===== src/cfg_pkg.sv =====
// ##############################
// Register map and register width
// of the configuration block
// ##############################
package cfg_pkg;

    // All configuration registers are one word wide
    localparam int unsigned RegWidth     = 32;
    // Four word addresses are decoded
    localparam int unsigned CfgAddrWidth = 2;

    // Key applied to job data, read and write
    localparam logic [CfgAddrWidth-1:0] AddrKey      = 2'd0;

    // Number of results handed out so far, read only
    localparam logic [CfgAddrWidth-1:0] AddrDoneCnt  = 2'd1;

    // Number of worker lanes built into the design, read only
    localparam logic [CfgAddrWidth-1:0] AddrNumLanes = 2'd2;

    // Address 3 is unused and reads as zero

endpackage


===== src/dispatch_pkg.sv =====
// ##############################
// Job and result payload types, field widths
// and the lane index width helper
// ##############################
package dispatch_pkg;

    // Width of the data word carried by every job
    localparam int unsigned DataWidth  = 32;
    // Width of the job tag that comes back with the result
    localparam int unsigned IdWidth    = 8;
    // Number of low id bits that set how long a lane holds a job
    localparam int unsigned DelayWidth = 2;

    // A job as it enters the dispatcher
    typedef struct packed {
        logic [IdWidth-1:0]   id;
        logic [DataWidth-1:0] data;
    } job_t;

    // A finished job, the data is already combined with the key
    typedef struct packed {
        logic [IdWidth-1:0]   id;
        logic [DataWidth-1:0] data;
    } result_t;

    // Bits needed to index num_idx entries, one bit even for a single entry
    function automatic int unsigned idx_width(input int unsigned num_idx);
        if (num_idx > 32'd1) begin
            return $clog2(num_idx);
        end
        return 32'd1;
    endfunction

endpackage


===== src/dispatch_cfg_regs.sv =====
// ##############################
// Configuration registers with the job key
// and the completed-job counter
// ##############################
`timescale 1ns/1ns

module dispatch_cfg_regs
    import cfg_pkg::*;
#(
    parameter int unsigned NumLanes = 4
) (
    input  logic                    clk_i,
    input  logic                    rst_ni,
    input  logic                    cfg_we_i,
    input  logic [CfgAddrWidth-1:0] cfg_addr_i,
    input  logic [RegWidth-1:0]     cfg_wdata_i,
    output logic [RegWidth-1:0]     cfg_rdata_o,
    input  logic                    done_i,
    output logic [RegWidth-1:0]     key_o
);

    logic [RegWidth-1:0] key_q;
    logic [RegWidth-1:0] done_cnt_q;

    // Only the key is writable
    // Writes to the count and lane number land nowhere
    always_ff @(posedge clk_i or negedge rst_ni) begin
        if (!rst_ni) begin
            key_q <= '0;
        end else if (cfg_we_i && (cfg_addr_i == AddrKey)) begin
            key_q <= cfg_wdata_i;
        end
    end

    // One count per result handed out, wrapping at the register width
    always_ff @(posedge clk_i or negedge rst_ni) begin
        if (!rst_ni) begin
            done_cnt_q <= '0;
        end else if (done_i) begin
            done_cnt_q <= done_cnt_q + RegWidth'(1);
        end
    end

    // Read data follows the address in the same cycle
    always_comb begin
        case (cfg_addr_i)
            AddrKey: begin
                cfg_rdata_o = key_q;
            end
            AddrDoneCnt: begin
                cfg_rdata_o = done_cnt_q;
            end
            AddrNumLanes: begin
                cfg_rdata_o = RegWidth'(NumLanes);
            end
            default: begin
                cfg_rdata_o = '0;
            end
        endcase
    end

    // Every lane samples this value when it accepts a job
    assign key_o = key_q;

endmodule


===== src/job_dispatcher_top.sv =====
// ##############################
// Job dispatcher top level with distributor,
// worker lanes, collector and registers
// ##############################
`timescale 1ns/1ns

module job_dispatcher_top
    import dispatch_pkg::*;
    import cfg_pkg::*;
#(
    parameter int unsigned NumLanes = 4,
    parameter bit          StrictRR = 1'b1
) (
    input  logic                    clk_i,
    input  logic                    rst_ni,
    input  logic                    job_valid_i,
    output logic                    job_ready_o,
    input  logic [IdWidth-1:0]      job_id_i,
    input  logic [DataWidth-1:0]    job_data_i,
    output logic                    res_valid_o,
    input  logic                    res_ready_i,
    output logic [IdWidth-1:0]      res_id_o,
    output logic [DataWidth-1:0]    res_data_o,
    input  logic                    cfg_we_i,
    input  logic [CfgAddrWidth-1:0] cfg_addr_i,
    input  logic [RegWidth-1:0]     cfg_wdata_i,
    output logic [RegWidth-1:0]     cfg_rdata_o
);

    localparam int unsigned LaneIdxWidth = idx_width(NumLanes);

    job_t                    job_in;
    logic [NumLanes-1:0]     lane_job_valid;
    logic [NumLanes-1:0]     lane_job_ready;
    job_t [NumLanes-1:0]     lane_job;
    logic [LaneIdxWidth-1:0] sel;
    logic                    issue;
    logic [NumLanes-1:0]     lane_res_valid;
    logic [NumLanes-1:0]     lane_res_ready;
    result_t [NumLanes-1:0]  lane_res;
    logic [RegWidth-1:0]     key;
    logic                    done;

    assign job_in.id   = job_id_i;
    assign job_in.data = job_data_i;

    // A job is queued for ordering only when it was really accepted by a lane
    assign issue = job_valid_i & job_ready_o;

    rr_distributor #(
        .NumOut   (NumLanes),
        .data_t   (job_t),
        .StrictRR (StrictRR)
    ) rr_distributor_inst (
        .clk_i     (clk_i),
        .rst_ni    (rst_ni),
        .valid_i   (job_valid_i),
        .ready_o   (job_ready_o),
        .payload_i (job_in),
        .valid_o   (lane_job_valid),
        .ready_i   (lane_job_ready),
        .payload_o (lane_job),
        .sel_o     (sel)
    );

    for (genvar k = 0; k < NumLanes; k++) begin : gen_lanes
        job_lane job_lane_inst (
            .clk_i       (clk_i),
            .rst_ni      (rst_ni),
            .job_valid_i (lane_job_valid[k]),
            .job_ready_o (lane_job_ready[k]),
            .job_i       (lane_job[k]),
            .key_i       (key),
            .res_valid_o (lane_res_valid[k]),
            .res_ready_i (lane_res_ready[k]),
            .res_o       (lane_res[k])
        );
    end

    order_collector #(
        .NumLanes (NumLanes)
    ) order_collector_inst (
        .clk_i        (clk_i),
        .rst_ni       (rst_ni),
        .push_i       (issue),
        .push_idx_i   (sel),
        .lane_valid_i (lane_res_valid),
        .lane_ready_o (lane_res_ready),
        .lane_res_i   (lane_res),
        .res_valid_o  (res_valid_o),
        .res_ready_i  (res_ready_i),
        .res_id_o     (res_id_o),
        .res_data_o   (res_data_o),
        .done_o       (done)
    );

    dispatch_cfg_regs #(
        .NumLanes (NumLanes)
    ) dispatch_cfg_regs_inst (
        .clk_i       (clk_i),
        .rst_ni      (rst_ni),
        .cfg_we_i    (cfg_we_i),
        .cfg_addr_i  (cfg_addr_i),
        .cfg_wdata_i (cfg_wdata_i),
        .cfg_rdata_o (cfg_rdata_o),
        .done_i      (done),
        .key_o       (key)
    );

endmodule


===== src/job_lane.sv =====
// ##############################
// Worker lane that holds one job for its
// requested delay, then offers the keyed result
// ##############################
`timescale 1ns/1ns

module job_lane
    import dispatch_pkg::*;
(
    input  logic                 clk_i,
    input  logic                 rst_ni,
    input  logic                 job_valid_i,
    output logic                 job_ready_o,
    input  job_t                 job_i,
    input  logic [DataWidth-1:0] key_i,
    output logic                 res_valid_o,
    input  logic                 res_ready_i,
    output result_t              res_o
);

    // One extra bit so that the loaded value delay + 1 fits
    localparam int unsigned CntWidth = DelayWidth + 1;

    logic                full_q;
    logic [CntWidth-1:0] cnt_q;
    result_t             res_q;
    logic                accept;
    logic                take;

    // The lane takes a new job only while it holds none
    assign job_ready_o = ~full_q;
    assign accept      = job_valid_i & job_ready_o;

    // The result shows once the hold counter has run down
    assign res_valid_o = full_q & (cnt_q == '0);
    assign take        = res_valid_o & res_ready_i;

    // Occupancy and hold counter
    // Loading delay + 1 puts the result valid 1 + delay cycles after acceptance
    always_ff @(posedge clk_i or negedge rst_ni) begin
        if (!rst_ni) begin
            full_q <= 1'b0;
            cnt_q  <= '0;
        end else if (accept) begin
            full_q <= 1'b1;
            cnt_q  <= CntWidth'(job_i.id[DelayWidth-1:0]) + CntWidth'(1);
        end else begin
            // Freed by the take, so the lane is ready again in the next cycle
            if (take) begin
                full_q <= 1'b0;
            end
            if (full_q && (cnt_q != '0)) begin
                cnt_q <= cnt_q - CntWidth'(1);
            end
        end
    end

    // The key is sampled here, a later key write leaves a held job alone
    always_ff @(posedge clk_i) begin
        if (accept) begin
            res_q.id   <= job_i.id;
            res_q.data <= job_i.data ^ key_i;
        end
    end

    // The result register only changes on acceptance, so it stays put until taken
    assign res_o = res_q;

endmodule


===== src/order_collector.sv =====
// ##############################
// Collector that returns lane results in
// the order the jobs were issued
// ##############################
`timescale 1ns/1ns

module order_collector
    import dispatch_pkg::*;
#(
    parameter int unsigned NumLanes = 4,
    // Derived from NumLanes, leave at its default
    parameter int unsigned IdxWidth = idx_width(NumLanes)
) (
    input  logic                   clk_i,
    input  logic                   rst_ni,
    input  logic                   push_i,
    input  logic [IdxWidth-1:0]    push_idx_i,
    input  logic [NumLanes-1:0]    lane_valid_i,
    output logic [NumLanes-1:0]    lane_ready_o,
    input  result_t [NumLanes-1:0] lane_res_i,
    output logic                   res_valid_o,
    input  logic                   res_ready_i,
    output logic [IdWidth-1:0]     res_id_o,
    output logic [DataWidth-1:0]   res_data_o,
    output logic                   done_o
);

    // The count has to reach NumLanes itself, so it may need one bit more
    localparam int unsigned CntWidth = idx_width(NumLanes + 1);

    // Lane indices in issue order, at most one entry per lane
    logic [IdxWidth-1:0] idx_mem [NumLanes];
    logic [IdxWidth-1:0] wr_ptr_q;
    logic [IdxWidth-1:0] rd_ptr_q;
    logic [CntWidth-1:0] count_q;
    logic [IdxWidth-1:0] head_idx;
    logic                empty;
    logic                pop;

    // Step a queue pointer, wrapping at the lane count
    function automatic logic [IdxWidth-1:0] next_ptr(input logic [IdxWidth-1:0] ptr);
        if (ptr == IdxWidth'(NumLanes - 1)) begin
            return '0;
        end
        return ptr + IdxWidth'(1);
    endfunction

    assign empty    = (count_q == '0);
    assign head_idx = idx_mem[rd_ptr_q];

    // Only the oldest outstanding lane is looked at, younger lanes wait even when done
    assign res_valid_o = ~empty & lane_valid_i[head_idx];
    assign res_id_o    = lane_res_i[head_idx].id;
    assign res_data_o  = lane_res_i[head_idx].data;

    assign pop    = res_valid_o & res_ready_i;
    assign done_o = pop;

    // The head lane sees the downstream ready, so its take matches the output transfer
    always_comb begin
        lane_ready_o = '0;
        if (!empty) begin
            lane_ready_o[head_idx] = res_ready_i;
        end
    end

    always_ff @(posedge clk_i or negedge rst_ni) begin
        if (!rst_ni) begin
            wr_ptr_q <= '0;
            rd_ptr_q <= '0;
            count_q  <= '0;
        end else begin
            if (push_i) begin
                wr_ptr_q <= next_ptr(wr_ptr_q);
            end
            if (pop) begin
                rd_ptr_q <= next_ptr(rd_ptr_q);
            end
            // Push and pop in one cycle leave the count unchanged
            if (push_i && !pop) begin
                count_q <= count_q + CntWidth'(1);
            end else if (pop && !push_i) begin
                count_q <= count_q - CntWidth'(1);
            end
        end
    end

    // Only jobs in flight are stored, and never more than there are lanes
    always_ff @(posedge clk_i) begin
        if (push_i) begin
            idx_mem[wr_ptr_q] <= push_idx_i;
        end
    end

endmodule


===== src/rr_distributor.sv =====
// ##############################
// Round-robin distributor that steers one
// valid/ready stream to several outputs
// ##############################
`timescale 1ns/1ns

module rr_distributor
    import dispatch_pkg::*;
#(
    parameter int unsigned NumOut   = 1,
    parameter type         data_t   = logic,
    parameter bit          StrictRR = 1'b1,
    // Derived from NumOut, leave at its default
    parameter int unsigned IdxWidth = idx_width(NumOut)
) (
    input  logic                clk_i,
    input  logic                rst_ni,
    input  logic                valid_i,
    output logic                ready_o,
    input  data_t               payload_i,
    output logic [NumOut-1:0]   valid_o,
    input  logic [NumOut-1:0]   ready_i,
    output data_t [NumOut-1:0]  payload_o,
    output logic [IdxWidth-1:0] sel_o
);

    // Every output sees the same payload, only valid tells an output it is addressed
    assign payload_o = {NumOut{payload_i}};

    if (NumOut == 1) begin : gen_single
        // Nothing to choose from, so the stream passes straight through
        assign valid_o[0] = valid_i;
        assign ready_o    = ready_i[0];
        assign sel_o      = '0;
    end else begin : gen_rr
        logic [IdxWidth-1:0] rr_q;
        logic [IdxWidth-1:0] rr_d;
        logic                any_ready;

        assign any_ready = |ready_i;

        // The pointer moves on after a transfer to the current output
        // In the relaxed mode it also moves on when some other output could take the job,
        // so a busy output does not stall the input for long
        always_comb begin
            rr_d = rr_q;
            if (valid_i && (ready_i[rr_q] || (any_ready && !StrictRR))) begin
                if (rr_q == IdxWidth'(NumOut - 1)) begin
                    rr_d = '0;
                end else begin
                    rr_d = rr_q + IdxWidth'(1);
                end
            end
        end

        always_ff @(posedge clk_i or negedge rst_ni) begin
            if (!rst_ni) begin
                rr_q <= '0;
            end else begin
                rr_q <= rr_d;
            end
        end

        // Only the output under the pointer is offered the job
        always_comb begin
            valid_o       = '0;
            valid_o[rr_q] = valid_i;
        end

        assign ready_o = ready_i[rr_q];

        // The pointer names the output that takes the job in a transfer this cycle
        assign sel_o = rr_q;
    end

endmodule


===== config.mk =====
export PLATFORM = sky130hd
export DESIGN_NAME = job_dispatcher_top
export DESIGN_NICKNAME = d
export VERILOG_FILES = /design/src/cfg_pkg.sv /design/src/dispatch_pkg.sv /design/src/dispatch_cfg_regs.sv /design/src/job_dispatcher_top.sv /design/src/job_lane.sv /design/src/order_collector.sv /design/src/rr_distributor.sv
export SDC_FILE = /design/constraint.sdc
export NUM_CORES = 1
export LEC_CHECK = 0
export ABC_AREA = 1
export BUFFER_PORTS_ARGS = -buffer_cell sky130_fd_sc_hd__buf_2
export CAP_MARGIN = 20
export CORE_UTILIZATION = 45
export DETAILED_ROUTE_END_ITERATION = 12
export SLEW_MARGIN = 10
export SYNTH_ARGS = -nofsm -noshare
export SYNTH_HDL_FRONTEND = slang
export SYNTH_SLANG_ARGS = --single-unit

===== constraint.sdc =====
create_clock -name clk_i -period 10.75 [get_ports clk_i]
set_clock_uncertainty 0.05 [all_clocks]
set_input_delay 3.225 -clock clk_i [delete_from_list [all_inputs] [get_ports clk_i]]
set_output_delay 3.225 -clock clk_i [all_outputs]
set_load 0.01 [all_outputs]

Word-level counts from Yosys, hierarchy flattened. Memory sizes are Yosys's and may differ from the RTL's. Index checks and enable logic that the tools add are counted.

Mux-type cells: 41. Bitwise operators: 23. Equality and inequality tests: 5. $lt $le $gt $ge: 4. Reduce and logical (&&, ||, !) cells: 31. $add $sub $neg: 11.

Operators with widths (count): one-hot mux 32 bit (3 select lines) (1); binary-select mux 40 bit (select 2 bit) (1); 2-to-1 mux 40 bit (1); adder 32 x 1 -> 32 bit (second input constant) (1); XOR 32 bit (1); 2-to-1 mux 3 bit (10); 2-to-1 mux 1 bit (18); nonzero test 2 bit (9); bitwise AND 1 bit (15); zero test 3 bit (5); subtractor 3 x 1 -> 3 bit (second input constant) (5); nonzero test 3 bit (4); logical AND 1 bit (10); 2-to-1 mux 2 bit (5); bitwise AND 4 bit (2); == test 2 bit (second input constant) (4); adder 2 x 1 -> 2 bit (second input constant) (3); less-than comparator 2 x 3 -> 1 bit (second input constant) (2); inverter 1 bit (5); binary-select mux 1 bit (select 2 bit) (2); demux 1 bit (select 2 bit) (2); greater-or-equal comparator 2 x 1 -> 1 bit (second input constant) (2); 2-to-1 mux 4 bit (1); adder 2 x 1 -> 3 bit (second input constant) (1); 4 further kinds (5).

Word-level logic and storage cells: 138. Output and inout bits: 74. RAM bits: 8. Input port bits: 79. Register bits: 249. Memories kept: 1.

Memories: order_collector_inst.idx_mem (depth 4, width 2, read ports 1, clocked after Yosys merged registers in 0, wr ports 1, line order_collector.sv:32) `logic [IdxWidth-1:0] idx_mem [NumLanes];`.

Longest topological paths before layout. Gate-level depths: netlist (run 1). An unclocked memory read counts as a cell.

Depth after elaboration: 10. Gate-level depth with buffers: 17. Mapped depth without buffers: 15.

Hierarchy. A second synthesis (run 1) with hierarchy kept.

Cells, all modules: 1358. Area, all modules: 13848.3 um^2.

Modules (own cells, without submodules): job_lane (area an instance 1774.2 um^2, cells each 116, times used 4, seq. area each 1301.2 um^2); dispatch_cfg_regs (area an instance 3323.2 um^2, cells each 372, times used 1, seq. area each 1601.5 um^2); order_collector (area an instance 1993.2 um^2, cells each 328, times used 1, seq. area each 415.4 um^2); rr_distributor (area an instance 1427.6 um^2, cells each 192, times used 1, seq. area each 50.0 um^2); job_dispatcher_top (area an instance 7.5 um^2, cells each 2, times used 1, seq. area each 0.0 um^2).

Worst setup path before layout (run 1). OpenSTA, ideal clock, no wires.

Kind: input port to output port. From: input port cfg_addr_i[0]. To: output port cfg_rdata_o[11]. Path slack: 3.399 ns. Arrival: 4.076 ns. Buffers on the path: 2. Cell stages on the path: 4. Cell sequence: clkbuf_1 -> nand2_1 -> clkbuf_1 -> o21ai_0.

Longest elaborated chain between the ends: 2. Elaborated cells on any way between the ends: 4. Classes of those cells: eq/ne (2); mux (1); reduce/logical (1).

Ends and longest elaborated chain: start: declaration (line job_dispatcher_top.sv:25) `input logic [CfgAddrWidth-1:0] cfg_addr_i,`; == test 2 bit (tied with other cells) (line dispatch_cfg_regs.sv:46) `case (cfg_addr_i)`; one-hot mux 32 bit (3 select lines) * (line dispatch_cfg_regs.sv:46); end: declaration (line job_dispatcher_top.sv:27) `output logic [RegWidth-1:0] cfg_rdata_o`.

Mark *: on every way between the ends. The rest lies on a longest branch, timed or not.

Worst setup path in the final report (run 1).
From: input port cfg_addr_i[1]. To: output port cfg_rdata_o[24].

The elaborated chain is that of the path after synthesis.

==> results.py, run 1 <==
metrics = {
    "timing": {
        "fin_setup_tns_ns": 0,
        "hold_viol_final": 0,
        "setup-violations-final": 0,
        "period_share_pct": 74.5,
        "period_needed_ns": 8.01,
        "maxSlewViolCount": 0,
        "rsz0062_at_grt": "no",
        "worst_pin_slew_ns": 0.954,
        "max-slew-margin-rel_pct": 36.2,
        "fmaxAchievable_mhz": 125,
    },
    "die": {
        "die_y_um": 164,
        "core_sq_um": 25500,
        "dieArea_sq_um": 26900,
        "die_w_um": 164,
        "io_pins": 153,
        "rows": 58,
        "start_util_pct": 46.4,
    },
    "grt": {
        "grt_max_degree": 67,
        "grt_pass1_wl_um": 46100,
        "antenna_found_initial": 3,
        "overflow": 0,
        "grt_pass1_vias": 8181,
        "grt_usage_pct": 22.8,
    },
    "final_layout": {
        "drive_gt1_share_pct": 18.4,
        "fillers": 2323,
        "syn2layout_area_growth_pct": 16.9,
        "nets": 1407,
        "instances_no_fill": 1662,
        "seqCellArea_sq_um": 7270,
        "multi_input_area_sq_um": 4010,
    },
    "critical_path": {
        "cp_common_cell": "buf_2",
        "reg2reg_from": "order_collector_inst.rd_ptr_q[0]",
        "regToRegSetupSlack_ns": 6.64,
        "cp_top_family": "simple AND/OR/NAND/NOR gates",
        "timing.rr.end": "order_collector_inst.count_q[1]",
        "slowest_delay_ns": 0.51,
        "crit_chain": "buf_2 -> inv_1 -> nand2_1 -> o21ai_0 -> buf_2",
        "worst_setup_path_end_kind": "primary output",
        "cp_max_fo": 27,
        "crit_required_ns": 7.48,
        "cpMaxStageDelayCell": "nand2_1",
        "worstSetupPathType": "primary input to primary output",
        "reg2regPathDepth": 11,
        "arrival_ns": 4.73,
        "cp_num_buf_inv": 3,
        "crit_path_start_kind": "primary input",
    },
    "outcome": {
        "status": "complete, no violations",
    },
    "placed_design": {
        "io_buffer_count": 152,
        "dpl.hpwl_um": 20200,
        "post-place-cells": 1606,
        "gp_congestion": 0.889,
    },
    "cts": {
        "clock-sinks": 257,
        "postCtsHoldBufs": 0,
        "cts_root_buf": "clkbuf_16",
        "cts_setup_buffers": 0,
        "clk_latency_ns": 0.55,
        "cts_buffers": 28,
        "cts.path.max_buffers": 3,
        "cts_max_level": 1,
        "cts_resized": 0,
        "cts_tree": "yes",
        "clkSlewWorstSetupHoldPaths_ns": 0.05,
    },
    "logic_synthesis": {
        "seq_area_frac_synth_pct": 61.5,
        "syn_area_per_cell_sq_um": 10.2,
        "syn_nets": 1256,
        "syn_area_sq_um": 11800,
        "synth_edf_count": 168,
        "synthDistinctLibCells": 32,
        "synth_cells": 1156,
        "synth_ff_type": "edfxtp_1",
        "ys_ff_latch": 257,
        "yosys_warnings": 0,
        "async_reset_ff_share_pct": 34.6,
    },
    "drt": {
        "ant_nets": 0,
        "num_vias": 8575,
        "wl_per_cell_um": 18.1,
        "avgViaCountPerCell": 5.16,
        "dr.pass1.iters": 5,
        "drt_iter0_markers": 706,
        "wirelength_um": 30100,
        "drcViolationCount": 0,
    },
    "run": {
        "maxCapViolCount": 0,
    },
    "pwr": {
        "ir_worst_vdd_uv": 146,
        "power_density_nw_per_um2": 259,
        "power_leakage_nw": 5.70,
    },
    "worst_hold_path": {
        "min_to": "order_collector_inst.count_q[2]",
        "holdPathStages": 1,
        "hold_class": "register to register",
        "hp-start": "order_collector_inst.count_q[2]",
    },
}
placed cells by master (no fill, tap or decap), drive strengths merged:
| cell | n |
|---|---|
| diode | 3 |
| bufinv | 3 |
| ha | 20 |
| dfrtp | 89 |
| edfxtp | 168 |
| nand3b | 1 |
| a31o | 3 |
| mux2 | 33 |
| xnor2 | 5 |
| a22oi | 11 |
| xor2 | 40 |
| a21oi | 6 |
| o21a | 1 |
| nand3 | 62 |
| nor4 | 1 |
| buf | 164 |
| nand2 | 371 |
| clkinv | 14 |
| nor3 | 10 |
| clkbuf | 37 |
| inv | 91 |
| nor2 | 71 |
| fa | 1 |
| o21ai | 49 |
| o211ai | 11 |
| nand4 | 67 |
logic make-up after synthesis:
family	after synthesis	synth area share (%)
fa+ha+maj	21	2.29
flops	257	61.5
simple gates	583	20.9
buf+inv	136	4.84
xor+xnor	45	3.33
mux	33	3.14
compound gates	81	4.01
how the worst max path moves through the flow:
| stage | startpoint | end | slack (ns) | depth (start not counted) |
|---|---|---|---|---|
| floorplan | cfg_addr_i[0] | cfg_rdata_o[11] | 3.40 | 4 |
| global placement | cfg_addr_i[1] | cfg_rdata_o[24] | 2.80 | 5 |
| detailed placement | cfg_addr_i[1] | cfg_rdata_o[24] | 2.74 | 5 |
| CTS | cfg_addr_i[1] | cfg_rdata_o[24] | 2.73 | 5 |
| global route | cfg_addr_i[1] | cfg_rdata_o[24] | 2.60 | 5 |
| finish | cfg_addr_i[1] | cfg_rdata_o[24] | 2.74 | 5 |
cell type report:
| cell class | count | area share (%) |
|---|---|---|
| diodes | 3 | 0.0543 |
| clock buffers | 37 | 5.31 |
| clock inverters | 15 | 1.22 |
| inverters | 93 | 2.54 |
| multi-input cells | 763 | 29.0 |
| flip-flops and latches | 257 | 52.6 |
| well taps | 330 | 2.99 |
| repair buffers | 164 | 6.26 |
routing by layer:
| layer | vias to the layer above | GRT usage [%] | part of all wire [%] |
|---|---|---|---|
| met5 | - | 0 | 0 |
| met4 | 0 | 7.70 | 3.0 |
| met3 | 61 | 4.49 | 6.5 |
| met2 | 235 | 36.1 | 47 |
| met1 | 4057 | 31.3 | 44 |
| li1 | 4222 | - | - |
Yosys cell counts, types with 3 or more instances:
cell / n / share of area, %
a31o_2: 3 / 0.22
nor3_1: 10 / 0.42
dfrtp_1: 89 / 19
buf_6: 4 / 0.38
ha_1: 20 / 2.1
nand4_1: 67 / 3.5
nand3_1: 62 / 2.6
o21ai_0: 49 / 2.1
mux2_2: 30 / 2.9
xor2_1: 40 / 3.0
o211ai_1: 11 / 0.70
nand2_1: 369 / 12
a21oi_1: 6 / 0.25
xnor2_1: 5 / 0.37
inv_1: 90 / 2.9
buf_2: 20 / 0.85
mux2_1: 3 / 0.29
nor2_1: 69 / 2.2
a22oi_1: 11 / 0.70
edfxtp_1: 168 / 43
clkbuf_1: 18 / 0.57
stage by stage:
| stage | worst slack [ns] | total power [mW] | cell area (sq um) | hold slack [ns] | utilization (%) |
|---|---|---|---|---|---|
| 2_1_floorplan | 3.40 | 2.20 | 11800 | 0.397 | - |
| 3_3_place_gp | 2.80 | 2.64 | 12900 | 0.416 | 50.6 |
| 3_5_place_dp | 2.74 | 2.67 | 12900 | 0.420 | 50.6 |
| 4_1_cts | 2.73 | 3.61 | 13800 | 0.429 | 54.2 |
| 5_1_grt | 2.60 | 3.82 | 13800 | 0.451 | 54.3 |
| 6_report | 2.74 | 3.58 | 13800 | 0.421 | 54.3 |
where the power goes:
group	switching [mW]	internal [mW]	total, mW
logic	0.879	0.437	1.32
clock network	0.380	0.553	0.933
registers	0.112	1.22	1.33
total	1.37	2.21	3.58
registers in the layout, indices dropped and copies added, names as in the netlist:
name                               flops
order_collector_inst.count_q           3
gen_lanes.job_lane_inst.res_o        160
gen_lanes.job_lane_inst.cnt_q         12
rr_distributor_inst.sel_o              2
order_collector_inst.idx_mem           8
order_collector_inst.rd_ptr_q          2
gen_lanes.job_lane_inst.full_q         4
dispatch_cfg_regs_inst.done_cnt_q     32
dispatch_cfg_regs_inst.key_o          32
order_collector_inst.wr_ptr_q          2
Power figures use the tool's default switching activity.
==> run 2, diff against run 1 <==
ABC_AREA = 0   (was 1)
PLACE_DENSITY = 0.67   (was not set)
clock period = 7.1 ns   (was 10.75 ns; I/O delays follow)
==> results.py, run 2 <==
metrics = {
    "grt": {
        "grt_pass1_vias": 6685,
        "grt_max_degree": 59,
        "grt_pass1_wl_um": 37600,
        "overflow": 0,
        "grt_usage_pct": 19.1,
        "antenna_found_initial": 0,
    },
    "logic_synthesis": {
        "synth_edf_count": 168,
        "ys_ff_latch": 257,
        "synth_cells": 727,
        "yosysMostFrequentCell": "edfxtp_1",
        "synth_top_area_share_pct": 44.8,
        "seq_area_frac_synth_pct": 64.6,
        "synth_largest_area_cell": "edfxtp_1",
        "yosys_warnings": 0,
        "syn_area_sq_um": 11300,
        "synth_ff_type": "edfxtp_1",
        "synthDistinctLibCells": 46,
        "syn_area_per_cell_sq_um": 15.5,
        "synth_area_leaders": "edfxtp_1, dfrtp_1, mux4_2",
        "syn_nets": 827,
        "async_reset_ff_share_pct": 34.6,
        "synth_common_cells": "edfxtp_1, dfrtp_1, nor2_1",
    },
    "critical_path": {
        "reg2reg_from": "order_collector_inst.rd_ptr_q[0]",
        "arrival_ns": 3.50,
        "crit_path_start_kind": "register",
        "regToRegSetupSlack_ns": 3.00,
        "worst_setup_path_end_kind": "primary output",
        "cp_max_fo": 44,
        "crit_required_ns": 4.92,
        "worstSetupPathType": "register to primary output",
        "setup.worst_path.start": "order_collector_inst.rd_ptr_q[0]",
    },
    "timing": {
        "max-slew-margin-rel_pct": 28.9,
        "rsz0062_at_grt": "no",
        "period_needed_ns": 5.68,
        "fin_setup_tns_ns": 0,
        "maxSlewViolCount": 0,
        "period_share_pct": 80.0,
        "setup_ws_ns": 1.42,
        "whs_ns": 0.440,
        "worst_pin_slew_ns": 1.07,
        "setup-violations-final": 0,
        "fmaxAchievable_mhz": 176,
        "hold_viol_final": 0,
    },
    "cts": {
        "cts_max_level": 1,
        "cts_resized": 0,
        "clock-sinks": 257,
        "cts_buffers": 27,
        "cts_tree": "yes",
        "cts_root_buf": "clkbuf_16",
        "cts.path.max_buffers": 3,
        "clk_latency_ns": 0.52,
        "cts_setup_buffers": 0,
        "postCtsHoldBufs": 0,
        "clkSlewWorstSetupHoldPaths_ns": 0.06,
    },
    "pwr": {
        "ir_worst_vdd_uv": 150,
        "clock_power_share_pct": 30.0,
        "p_int_mw": 3.32,
        "power_switching_mw": 1.42,
        "power.share.sequential_pct": 42.0,
        "p_sw_share_pct": 30.0,
        "power_density_nw_per_um2": 355,
        "power_leakage_nw": 5.34,
        "combPwrFrac_pct": 28.0,
    },
    "worst_hold_path": {
        "hp-start": "gen_lanes[3].job_lane_inst.cnt_q[0]",
        "hold_class": "register to register",
    },
    "drt": {
        "ant_nets": 0,
        "num_vias": 6494,
        "avgViaCountPerCell": 5.28,
        "dr.pass1.iters": 4,
        "drt_iter0_markers": 309,
        "drcViolationCount": 0,
        "wirelength_um": 23700,
        "wl_per_cell_um": 19.2,
    },
    "final_layout": {
        "fillers": 2004,
        "nets": 986,
        "drive_gt1_share_pct": 32.2,
        "instances_no_fill": 1230,
        "final_cell_mix": "edfxtp_1, buf_2, dfrtp_1",
        "final_common_cell": "edfxtp_1",
        "syn2layout_area_growth_pct": 18.5,
        "largest_reg_flops": 160,
        "multi_input_area_sq_um": 3830,
        "antenna_cells": 0,
        "seqCellArea_sq_um": 7270,
    },
    "die": {
        "rows": 57,
        "start_util_pct": 46.1,
        "die_w_um": 160,
        "io_pins": 153,
        "dieArea_sq_um": 25600,
        "core_sq_um": 24400,
        "die_y_um": 160,
    },
    "placed_design": {
        "post-place-cells": 1180,
        "gp_congestion": 0.771,
        "dpl.hpwl_um": 15700,
        "io_buffer_count": 152,
        "place_ws_ns": 1.42,
    },
    "run": {
        "maxCapViolCount": 0,
    },
    "outcome": {
        "status": "complete, no violations",
    },
}
run 2: worst max-delay path, stage by stage (launching register included):
cell,delay (ns)
dfrtp_1,0.62
mux4_4,1.15
mux2i_1,0.43
o32ai_1,0.14
a21oi_2,0.38
buf_2,0.24
run 2: layer usage:
metal | GRT usage, % | vias up | routed length (um)
met5 | 0 | - | 0
met4 | 4.85 | 0 | 342
met3 | 2.94 | 20 | 1050
met1 | 25.9 | 3289 | 10500
li1 | - | 3048 | -
met2 | 32.1 | 137 | 11800
run 2: power groups by stage:
stage | registers (mW) | logic (mW) | clock network (mW)
6_report | 1.99 | 1.33 | 1.42
2_1_floorplan | 1.95 | 0.965 | 0
5_1_grt | 2.02 | 1.47 | 1.51
4_1_cts | 1.99 | 1.34 | 1.45
3_5_place_dp | 2.02 | 1.34 | 0
3_3_place_gp | 2.02 | 1.32 | 0
run 2: final timing paths:
kind,to,cells past startpoint
setup / recovery,res_valid_o,5
hold / removal,gen_lanes[3].job_lane_inst.cnt_q[0],1
setup reg to reg,order_collector_inst.count_q[1],9
hold reg to reg,gen_lanes[3].job_lane_inst.cnt_q[0],1
max in group asynchronous,dispatch_cfg_regs_inst.done_cnt_q[16],2
min in group asynchronous,gen_lanes[0].job_lane_inst.cnt_q[0],1
run 2: per-stage QoR:
step                utilization, %  area (sq um)  power (mW)
global placement              50.8         12400        3.34
detailed placement            50.8         12400        3.35
global route                  54.7         13300        5.00
CTS                           54.6         13300        4.79
finish                        54.7         13300        4.74
floorplan                        -         11300        2.91
run 2: logic make-up after synthesis:
kind of cell,synth area share (%)
simple gates,7.41
fa+ha+maj,2.40
compound gates,2.87
mux,15.6
buf+inv,1.75
flops,64.6
xor+xnor,5.37
run 2: final cells by class:
cell class	count	share of cell area, %
inverters	18	0.507
multi-input cells	421	28.7
repair buffers	161	6.38
clock inverters	8	0.844
flip-flops and latches	257	54.5
clock buffers	41	5.99
well taps	324	3.04
